**config.mk**
```make
export PLATFORM = sky130hd
export DESIGN_NAME = trace_packet_emitter
export DESIGN_NICKNAME = d
export VERILOG_FILES = /design/src/verilog/etrace_pkg.sv /design/src/verilog/emitter_pkg.sv /design/src/verilog/addr_field_gen.sv /design/src/verilog/branch_map_field.sv /design/src/verilog/packet_assembler.sv /design/src/verilog/trace_packet_emitter.sv
export SDC_FILE = /design/constraint.sdc
export NUM_CORES = 1
export LEC_CHECK = 0
export BUFFER_PORTS_ARGS = -buffer_cell sky130_fd_sc_hd__buf_4
export CAP_MARGIN = 20
export CORE_AREA = 4 4 224 226
export CTS_BUF_LIST = sky130_fd_sc_hd__clkbuf_4 sky130_fd_sc_hd__clkbuf_8
export CTS_CLUSTER_DIAMETER = 30
export DETAILED_ROUTE_END_ITERATION = 12
export DIE_AREA = 0 0 228 230
export PLACE_DENSITY_LB_ADDON = 0.12
export SLEW_MARGIN = 20
export SYNTH_ARGS = -nofsm -noshare
export SYNTH_HDL_FRONTEND = slang
export SYNTH_SLANG_ARGS = --single-unit
```
**constraint.sdc**
```tcl
create_clock -name clk_i -period 6.95 [get_ports clk_i]
set_input_delay 1.7375 -clock clk_i [delete_from_list [all_inputs] [get_ports clk_i]]
set_output_delay 1.7375 -clock clk_i [all_outputs]
set_load 0.05 [all_outputs]
```
**src/verilog/etrace_pkg.sv**
```systemverilog
// protocol side of the trace emitter: E-Trace field widths and encodings
// imported by every block that packs or decodes packet fields
`default_nettype none

package etrace_pkg;

    // architecture width, fixed for RV32
    localparam int unsigned XLEN             = 32;
    localparam int unsigned CAUSE_LEN        = 5;
    localparam int unsigned PRIV_LEN         = 2;
    localparam int unsigned BRANCH_COUNT_LEN = 5;
    localparam int unsigned BRANCH_MAP_LEN   = 31;
    // enough room for call counter sizes 0 to 4
    localparam int unsigned PAYLOAD_LEN      = 96;
    // payload length in bytes
    localparam int unsigned P_LEN            = 4;

    typedef logic [XLEN-1:0]             addr_t;
    typedef logic [CAUSE_LEN-1:0]        cause_t;
    typedef logic [PRIV_LEN-1:0]         priv_t;
    typedef logic [BRANCH_COUNT_LEN-1:0] branch_count_t;
    typedef logic [BRANCH_MAP_LEN-1:0]   branch_map_t;
    typedef logic [PAYLOAD_LEN-1:0]      payload_t;
    typedef logic [P_LEN-1:0]            payload_len_t;
    // address bits to keep, 0 to XLEN
    typedef logic [5:0]                  keep_bits_t;

    // packet format, first two payload bits
    typedef enum logic [1:0] {
        F_OPT_EXT    = 2'd0,
        F_DIFF_DELTA = 2'd1,
        F_ADDR_ONLY  = 2'd2,
        F_SYNC       = 2'd3
    } format_e;

    // subformats of the sync format
    typedef enum logic [1:0] {
        SF_START,
        SF_TRAP,
        SF_CONTEXT,
        SF_SUPPORT
    } sync_subformat_e;

    typedef enum logic [1:0] {
        NO_CHANGE,
        ENDED_REP,
        TRACE_LOST,
        ENDED_NTR
    } qual_status_e;

    typedef enum logic [2:0] {
        IOPT_NONE,
        DELTA_ADDRESS,
        FULL_ADDRESS,
        IMPLICIT_EXCEPTION,
        SIJUMP,
        IMPLICIT_RETURN,
        BRANCH_PREDICTION,
        JUMP_TARGET_CACHE
    } ioptions_e;

    // reported kind of packet
    typedef enum logic [2:0] {
        F1,
        F2,
        F3SF0,
        F3SF1,
        F3SF2,
        F3SF3
    } packet_type_e;

endpackage

`default_nettype wire

```
**src/verilog/emitter_pkg.sv**
```systemverilog
// emitter side types: the trace request, the emitted packet and the
// intermediate address and branch fields, plus the handshake states
`default_nettype none

package emitter_pkg;

    import etrace_pkg::*;

    // one trace request, valid while req_i is high
    typedef struct packed {
        format_e                format;
        sync_subformat_e        subformat;
        // cause, tval and interrupt of last and this cycle
        cause_t                 lc_cause;
        cause_t                 tc_cause;
        addr_t                  lc_tval;
        addr_t                  tc_tval;
        logic                   lc_interrupt;
        logic                   tc_interrupt;
        // picks tc over lc for the trap fields
        logic                   lc_tc_sel;
        logic                   tc_branch;
        logic                   tc_branch_taken;
        priv_t                  tc_priv;
        addr_t                  tc_iaddr;
        logic                   thaddr;
        // trap vector, two lsbs implied zero
        logic [XLEN-1:2]        tc_tvec;
        addr_t                  lc_epc;
        logic                   tc_ienable;
        logic                   encoder_mode;
        qual_status_e           qual_status;
        ioptions_e              ioptions;
        logic                   lc_updiscon;
        branch_count_t          branches;
        branch_map_t            branch_map;
        keep_bits_t             keep_bits;
    } trace_req_t;

    typedef struct packed {
        packet_type_e           ptype;
        payload_t               payload;
        payload_len_t           length;
    } packet_t;

    typedef struct packed {
        // zero above the kept bytes
        addr_t                  addr;
        logic [2:0]             n_bytes;
        addr_t                  trap_addr;
        logic                   notify;
        logic                   updiscon;
        logic                   irreport;
    } addr_field_t;

    typedef struct packed {
        // truncated map sits above the branch count
        logic [BRANCH_COUNT_LEN+BRANCH_MAP_LEN-1:0] bits;
        logic [4:0]             map_len;
        logic                   full;
    } bmap_field_t;

    typedef enum logic {
        IDLE,
        ACK
    } hs_state_e;

endpackage

`default_nettype wire

```
**src/verilog/addr_field_gen.sv**
```systemverilog
// address path of the emitter: last emitted address, difference, trap address,
// byte-wise compression and the notify/updiscon/irreport/irdepth bits
`timescale 1ns/1ns
`default_nettype none

module addr_field_gen #(
    parameter int unsigned CALL_COUNTER_SIZE = 2
) (
    input  logic                            clk_i,
    input  logic                            rst_ni,
    input  emitter_pkg::trace_req_t         trace_req_i,
    input  logic                            latest_update_i,
    output emitter_pkg::addr_field_t        addr_field_o,
    output logic [2**CALL_COUNTER_SIZE-1:0] irdepth_o
);

    import etrace_pkg::*;

    addr_t          latest_addr_q;
    addr_t          diff_addr;
    addr_t          trap_addr;
    addr_t          src_addr;
    addr_t          byte_mask;
    logic [2:0]     n_bytes;
    logic           notify;
    logic           updiscon;

    // last address sent in a packet, loaded on the capture edge
    always_ff @(posedge clk_i, negedge rst_ni) begin
        if (!rst_ni) begin
            latest_addr_q <= '0;
        end else if (latest_update_i) begin
            latest_addr_q <= trace_req_i.tc_iaddr;
        end
    end

    // delta against the previous updating packet
    assign diff_addr = trace_req_i.tc_iaddr - latest_addr_q;

    // tvec when the handler address is reported, epc otherwise
    assign trap_addr = trace_req_i.thaddr ? {trace_req_i.tc_tvec, 2'b00} : trace_req_i.lc_epc;

    // address that gets compressed for this format
    always_comb begin
        src_addr = diff_addr;
        if (trace_req_i.format == F_SYNC) begin
            if (trace_req_i.subformat == SF_START) begin
                src_addr = trace_req_i.tc_iaddr;
            end else if (trace_req_i.subformat == SF_TRAP) begin
                src_addr = trap_addr;
            end
        end
    end

    // kept bytes, rounded up from the kept bits
    always_comb begin
        if (trace_req_i.keep_bits > XLEN) begin
            // out of range count keeps the whole address
            n_bytes = 3'(XLEN / 8);
        end else begin
            n_bytes = 3'((trace_req_i.keep_bits + 6'd7) >> 3);
        end
    end

    // zero every byte above the kept ones
    always_comb begin
        for (int i = 0; i < XLEN / 8; i++) begin
            byte_mask[8*i +: 8] = (i < n_bytes) ? 8'hff : 8'h00;
        end
    end

    // notify mirrors the address msb
    assign notify   = trace_req_i.tc_iaddr[XLEN-1];
    // inverted on an uninferable discontinuity
    assign updiscon = trace_req_i.lc_updiscon ? ~notify : notify;

    assign addr_field_o.addr      = src_addr & byte_mask;
    assign addr_field_o.n_bytes   = n_bytes;
    assign addr_field_o.trap_addr = trap_addr;
    assign addr_field_o.notify    = notify;
    assign addr_field_o.updiscon  = updiscon;
    assign addr_field_o.irreport  = updiscon;

    // no return stack, so depth just repeats updiscon
    assign irdepth_o = {(2**CALL_COUNTER_SIZE){updiscon}};

endmodule

`default_nettype wire

```
**src/verilog/branch_map_field.sv**
```systemverilog
// branch path of the emitter: picks the map length from the branch count
// and builds the count/map field used by format 1 packets
`timescale 1ns/1ns
`default_nettype none

module branch_map_field (
    input  emitter_pkg::trace_req_t     trace_req_i,
    output emitter_pkg::bmap_field_t    bmap_field_o
);

    import etrace_pkg::*;

    logic [4:0]     map_len;
    branch_map_t    map_mask;

    // E-Trace map length steps
    always_comb begin
        if (trace_req_i.branches == 0) begin
            map_len = 5'd0;
        end else if (trace_req_i.branches <= 1) begin
            map_len = 5'd1;
        end else if (trace_req_i.branches <= 9) begin
            map_len = 5'd9;
        end else if (trace_req_i.branches <= 17) begin
            map_len = 5'd17;
        end else if (trace_req_i.branches <= 25) begin
            map_len = 5'd25;
        end else begin
            map_len = 5'd31;
        end
    end

    // ones below map_len, all ones for a full map
    assign map_mask = ~(branch_map_t'('1) << map_len);

    assign bmap_field_o.bits    = {trace_req_i.branch_map & map_mask, trace_req_i.branches};
    assign bmap_field_o.map_len = map_len;
    // full map means no address follows
    assign bmap_field_o.full    = (trace_req_i.branches == branch_count_t'(BRANCH_MAP_LEN));

endmodule

`default_nettype wire

```
**src/verilog/packet_assembler.sv**
```systemverilog
// packs the address and branch fields into one E-Trace payload per request
// and holds it under a four-phase req/ack handshake
`timescale 1ns/1ns
`default_nettype none

module packet_assembler #(
    parameter int unsigned CALL_COUNTER_SIZE = 2
) (
    input  logic                            clk_i,
    input  logic                            rst_ni,
    input  logic                            req_i,
    input  emitter_pkg::trace_req_t         trace_req_i,
    input  emitter_pkg::addr_field_t        addr_field_i,
    input  logic [2**CALL_COUNTER_SIZE-1:0] irdepth_i,
    input  emitter_pkg::bmap_field_t        bmap_field_i,
    output logic                            latest_update_o,
    output logic                            ack_o,
    output logic                            branch_map_flush_o,
    output emitter_pkg::packet_t            packet_o
);

    import etrace_pkg::*;
    import emitter_pkg::*;

    localparam int unsigned IRDEPTH_LEN = 2**CALL_COUNTER_SIZE;

    hs_state_e      state_q;
    hs_state_e      state_d;
    logic           capture;
    logic           flush_q;
    packet_t        packet_q;

    payload_t       payload;
    payload_len_t   length;
    packet_type_e   ptype;
    logic [6:0]     used_bits;
    logic [6:0]     addr_bits;
    logic           update;
    logic           with_addr;
    logic           branch;
    cause_t         ecause;
    logic           interrupt;
    addr_t          tval;

    // request taken on the first edge with req high and ack low
    assign capture = (state_q == IDLE) && req_i;

    always_comb begin
        state_d = state_q;
        case (state_q)
            IDLE: if (req_i) state_d = ACK;
            ACK: if (!req_i) state_d = IDLE;
            default: state_d = IDLE;
        endcase
    end

    // trap fields from this cycle or last cycle
    assign ecause    = trace_req_i.lc_tc_sel ? trace_req_i.tc_cause : trace_req_i.lc_cause;
    assign interrupt = trace_req_i.lc_tc_sel ? trace_req_i.tc_interrupt
                                             : trace_req_i.lc_interrupt;
    assign tval      = trace_req_i.lc_tc_sel ? trace_req_i.tc_tval : trace_req_i.lc_tval;

    // set unless this is a taken branch
    assign branch    = ~(trace_req_i.tc_branch & trace_req_i.tc_branch_taken);
    assign addr_bits = {1'b0, addr_field_i.n_bytes, 3'b000};

    // fields go in from bit 0 upward, used_bits is the running offset
    always_comb begin
        payload   = '0;
        ptype     = F1;
        update    = 1'b0;
        with_addr = 1'b0;
        payload[1:0] = trace_req_i.format;
        used_bits    = 7'd2;
        case (trace_req_i.format)
            F_SYNC: begin
                payload[3:2] = trace_req_i.subformat;
                used_bits    = 7'd4;
                case (trace_req_i.subformat)
                    SF_START: begin
                        ptype  = F3SF0;
                        update = 1'b1;
                        payload |= payload_t'({addr_field_i.addr, trace_req_i.tc_priv, branch})
                                   << used_bits;
                        used_bits = used_bits + 7'(1 + PRIV_LEN) + addr_bits;
                    end
                    SF_TRAP: begin
                        ptype  = F3SF1;
                        update = 1'b1;
                        payload |= payload_t'({addr_field_i.addr, trace_req_i.thaddr, interrupt,
                                              ecause, trace_req_i.tc_priv, branch}) << used_bits;
                        used_bits = used_bits + 7'(3 + PRIV_LEN + CAUSE_LEN) + addr_bits;
                        // full tval after the kept address bytes
                        payload |= payload_t'(tval) << used_bits;
                        used_bits = used_bits + 7'(XLEN);
                    end
                    SF_CONTEXT: begin
                        ptype = F3SF2;
                        payload |= payload_t'(trace_req_i.tc_priv) << used_bits;
                        used_bits = used_bits + 7'(PRIV_LEN);
                    end
                    default: begin
                        ptype = F3SF3;
                        payload |= payload_t'({trace_req_i.ioptions, trace_req_i.qual_status,
                                              trace_req_i.encoder_mode, trace_req_i.tc_ienable})
                                   << used_bits;
                        used_bits = used_bits + 7'd7;
                    end
                endcase
            end
            F_ADDR_ONLY: begin
                ptype     = F2;
                update    = 1'b1;
                with_addr = 1'b1;
            end
            F_DIFF_DELTA: begin
                ptype  = F1;
                update = 1'b1;
                payload |= payload_t'(bmap_field_i.bits) << used_bits;
                used_bits = used_bits + 7'(BRANCH_COUNT_LEN) + 7'(bmap_field_i.map_len);
                // full map goes without an address
                with_addr = ~bmap_field_i.full;
            end
            default: begin
                // format 0 is not generated
                payload   = '0;
                used_bits = '0;
            end
        endcase
        // shared address tail of formats 1 and 2
        if (with_addr) begin
            payload |= payload_t'(addr_field_i.addr) << used_bits;
            used_bits = used_bits + addr_bits;
            payload |= payload_t'({irdepth_i, addr_field_i.irreport, addr_field_i.updiscon,
                                  addr_field_i.notify}) << used_bits;
            used_bits = used_bits + 7'(3 + IRDEPTH_LEN);
        end
    end

    // bytes rounded up
    assign length = payload_len_t'((used_bits + 7'd7) >> 3);

    always_ff @(posedge clk_i, negedge rst_ni) begin
        if (!rst_ni) begin
            state_q  <= IDLE;
            flush_q  <= 1'b0;
            packet_q <= '0;
        end else begin
            state_q <= state_d;
            // flush only in the first ack cycle
            flush_q <= capture;
            if (capture) begin
                packet_q.ptype   <= ptype;
                packet_q.payload <= payload;
                packet_q.length  <= length;
            end
        end
    end

    assign latest_update_o    = capture & update;
    assign ack_o              = (state_q == ACK);
    assign branch_map_flush_o = flush_q;
    assign packet_o           = packet_q;

endmodule

`default_nettype wire

```
**src/verilog/trace_packet_emitter.sv**
```systemverilog
// top level of the trace packet emitter: address path and branch path
// feed the packet assembler, which owns the req/ack handshake
`timescale 1ns/1ns
`default_nettype none

module trace_packet_emitter #(
    // sets the irdepth field width
    parameter int unsigned CALL_COUNTER_SIZE = 2
) (
    input  logic                        clk_i,
    input  logic                        rst_ni,
    input  logic                        req_i,
    input  emitter_pkg::trace_req_t     trace_req_i,
    output logic                        ack_o,
    output emitter_pkg::packet_t        packet_o,
    output logic                        branch_map_flush_o
);

    import emitter_pkg::*;

    addr_field_t                        addr_field;
    bmap_field_t                        bmap_field;
    logic [2**CALL_COUNTER_SIZE-1:0]    irdepth;
    // last-address load on the capture edge
    logic                               latest_update;

    addr_field_gen #(
        .CALL_COUNTER_SIZE (CALL_COUNTER_SIZE)
    ) addr_field_gen_i (
        .clk_i           (clk_i),
        .rst_ni          (rst_ni),
        .trace_req_i     (trace_req_i),
        .latest_update_i (latest_update),
        .addr_field_o    (addr_field),
        .irdepth_o       (irdepth)
    );

    branch_map_field branch_map_field_i (
        .trace_req_i  (trace_req_i),
        .bmap_field_o (bmap_field)
    );

    packet_assembler #(
        .CALL_COUNTER_SIZE (CALL_COUNTER_SIZE)
    ) packet_assembler_i (
        .clk_i              (clk_i),
        .rst_ni             (rst_ni),
        .req_i              (req_i),
        .trace_req_i        (trace_req_i),
        .addr_field_i       (addr_field),
        .irdepth_i          (irdepth),
        .bmap_field_i       (bmap_field),
        .latest_update_o    (latest_update),
        .ack_o              (ack_o),
        .branch_map_flush_o (branch_map_flush_o),
        .packet_o           (packet_o)
    );

endmodule

`default_nettype wire
```
==> results.md <==
* Status: finished clean
* Most frequent CP cell: buf_4
* Detail Placement HPWL at 89,300 um
* Final wirelength at 114,000 um
* Synth unique cells at 119
* Seq/Total Area, Yosys at 20.6%
* Final Non-Filler Cells at 3,207
* Global route total overflow at 0
* Share of cells above drive strength 1 at 26.3%
* Most common cell after layout, fill and taps aside: buf_4
* Worst Setup SP: trace_req_i[227]
* Final Setup Violations at 0
* EDFF count, synth at 0
* Core Box Area at 0.0483 mm^2
* Hold Path Class: reg2reg
* Die height at 230 um
* Reg-to-reg endpoint: packet_assembler_i.packet_o[36]
* Most frequent cells in the layout: 460 x buf_4, 254 x nor2_1, 231 x nand2_1
* Critical Path AT at 6.32 ns
* CP Cell Sequence: buf_4, inv_1, ha_1, buf_4, nor4bb_1, o21ai_0, a21oi_1, mux2i_1, a211o_1, o21ai_1, a32oi_1, nor2_1, a221o_1
* Routed vias at 22,233
* Endpoint class of the critical path: flop
* Pin count of the biggest net entering global routing at 95
* Hold-fix buffers at CTS at 0
* Yosys reg bits at 137
* Synth Cell Area at 0.0166 mm^2
* Resized cells post-CTS at 0
* Final hold vios at 0
* Mean area per synthesized cell at 7.39 um^2
* Root Buffer: clkbuf_8
* Full die area at 0.0524 mm^2
* Worst-margin pin slew at 1.25 ns
* H-tree depth at 4
* Tcrit/Tclk final at 83.1%
* Routability cong. at 1.08
* Post-CTS setup buffers at 0
* Drt first-iter violations at 3,682
* Wire per inst at 35.5 um
* TritonCTS Sinks at 137
* Gr usage total at 41.6%
* Io pins at 338
* Worst rel slew slack at 16.4%
* Crit path kind: in2reg
* CTS clock-pin slew for the worst setup and hold paths at 0.09 ns
* CTS Buf Count at 17
* DRC violations left at 0
* Crit path launch type: input port
* Worst Path Required at 7.49 ns
* Max Cap Viol at 0
* Peak supply drop at 146 uV
* Ys Warns at 0
* RSZ-0062 raised after global routing: no
* Largest stage delay, worst path at 0.94 ns
* First-pass iteration count of the detailed router at 6
* Drt via density at 6.93
* Die W at 228 um
* Maximum clock insertion buffer count at 2
* Top-area cell type share of the netlist area at 20.6%
* CP max stage cell: o21ai_1
* Synth top area cells: dfrtp_1 21%, a21oi_1 5.8%, nor2_1 5.8%
* Tmin final at 5.78 ns
* Initial Util at 34.4%
* Synth Net Count at 2,532
* Crit-path max FO at 32
* Initial antenna violation count at 7
* Reg-to-reg startpoint: addr_field_gen_i.latest_addr_q[5]
* Clk_skew at 0.0226 ns
* Syn Inst Count at 2,252
* Final slew viol count at 0
* Total power at 0.00553 W
* CTS tree: done
* Reg2Reg Depth at 12
* Cell taking the most area after synthesis: dfrtp_1
* Core Rows at 81
* Final nets at 2,848
* CP Capture Point: packet_assembler_i.packet_o[15]
* Fmax achieved at 173 MHz
* Synth-to-Final Area Change at 24.9%
* Reg2Reg Setup Slack at 2.18 ns
* Post-synth top flop: dfrtp_1
* # fillers at 5,059
* Post-route ant nets at 0
* Post-synth ARST share at 100%
* Static leakage at 8.64 nW
* First-pass GRT wire length at 158,000 um
* Count of input and output buffers at 337
* Clock latency at the later pin of the worst-skew pair at 0.61 ns
* Placed cell count at 3,170
* Power Dens Cells at 266 mW/mm^2
* Setup Total Neg Slack at 0 ns
* Number of global-route vias before repair at 20,800
==> power breakdown <==
part / internal [W] / leakage [nW] / switching (W)
clock network: 0.000409 / 0.227 / 0.000454
registers: 0.000934 / 1.71 / 0.000116
logic: 0.00112 / 6.70 / 0.00250
total: 0.00246 / 8.64 / 0.00307
==> logic make-up after synthesis <==
| logic type | after synthesis | synth area share [%] |
|---|---|---|
| fa+ha+maj | 47 | 3.62 |
| buf+inv | 222 | 5.62 |
| simple gates | 779 | 21.6 |
| xor+xnor | 23 | 1.26 |
| mux | 145 | 10.1 |
| flops | 137 | 20.6 |
| compound gates | 899 | 37.2 |
==> state kept, by name (all words and copies together), names as in the netlist <==
name and flops:
packet_assembler_i.branch_map_flush_o 1, packet_assembler_i.ack_o 1, addr_field_gen_i.latest_addr_q 32, packet_assembler_i.packet_o 103
==> per-stage QoR <==
step                      hold WS [ns]  utilization (%)  area, um^2  worst slack [ns]
after floorplan                  0.479                -       16700             0.101
after global placement           0.464             41.9       20300             0.719
after detailed placement         0.472             41.9       20300             0.681
after CTS                        0.493             42.9       20700              1.30
after global routing             0.511             43.0       20800              1.00
final                            0.493             43.0       20800              1.17
==> per-layer routing <==
| metal | GRT usage [%] | up-vias | share of wire, % |
|---|---|---|---|
| met4 | 19.1 | 2 | 5.3 |
| li1 | - | 9275 | - |
| met3 | 14.9 | 318 | 13 |
| met2 | 58.2 | 1725 | 40 |
| met1 | 56.9 | 10913 | 41 |
| met5 | 0 | - | 0.0097 |
==> Yosys cell counts (all sizes together), types with 18 or more instances <==
library cell	n
a211oi	48
a21o	19
a21oi	199
a221oi	48
a22oi	31
a31oi	38
buf	66
clkbuf	102
dfrtp	137
ha	45
inv	49
mux2	79
mux2i	56
nand2	234
nand2b	20
nand3	74
nand4	18
nor2	259
nor2b	19
nor3	65
o211ai	30
o21ai	199
o221ai	26
o22ai	87
==> worst max-delay path: cells and delay by family <==
kind            cells  cell delay (ns)
compound gates      6             2.81
fa+ha+maj           1             0.30
buf+inv             3             0.61
mux                 1             0.33
simple gates        2             0.52
==> cell type report <==
class	instances	area [um^2]	share of cell area, %
Timing Repair Buffer	465	3550	17.1
Multi-Input combinational cell	1893	12400	59.5
Clock inverter	14	205	0.987
Clock buffer	18	248	1.19
Antenna cell	4	10.0	0.0482
Tap cell	622	778	3.74
Inverter	54	204	0.981
Sequential cell	137	3430	16.5
==> how the worst min path moves through the flow <==
stage / slack (ns) / to / start / depth (start not counted)
after CTS: 0.49 / packet_assembler_i.packet_o[101] / packet_assembler_i.packet_o[101] / 2
after floorplan: 0.48 / addr_field_gen_i.latest_addr_q[0] / addr_field_gen_i.latest_addr_q[0] / 2
after detailed placement: 0.47 / packet_assembler_i.packet_o[101] / packet_assembler_i.packet_o[101] / 2
after global placement: 0.46 / packet_assembler_i.packet_o[102] / packet_assembler_i.packet_o[102] / 2
final: 0.49 / packet_assembler_i.packet_o[101] / packet_assembler_i.packet_o[101] / 2
after global routing: 0.51 / packet_assembler_i.packet_o[101] / packet_assembler_i.packet_o[101] / 2
No activity file was read; power rests on OpenSTA's default activity.
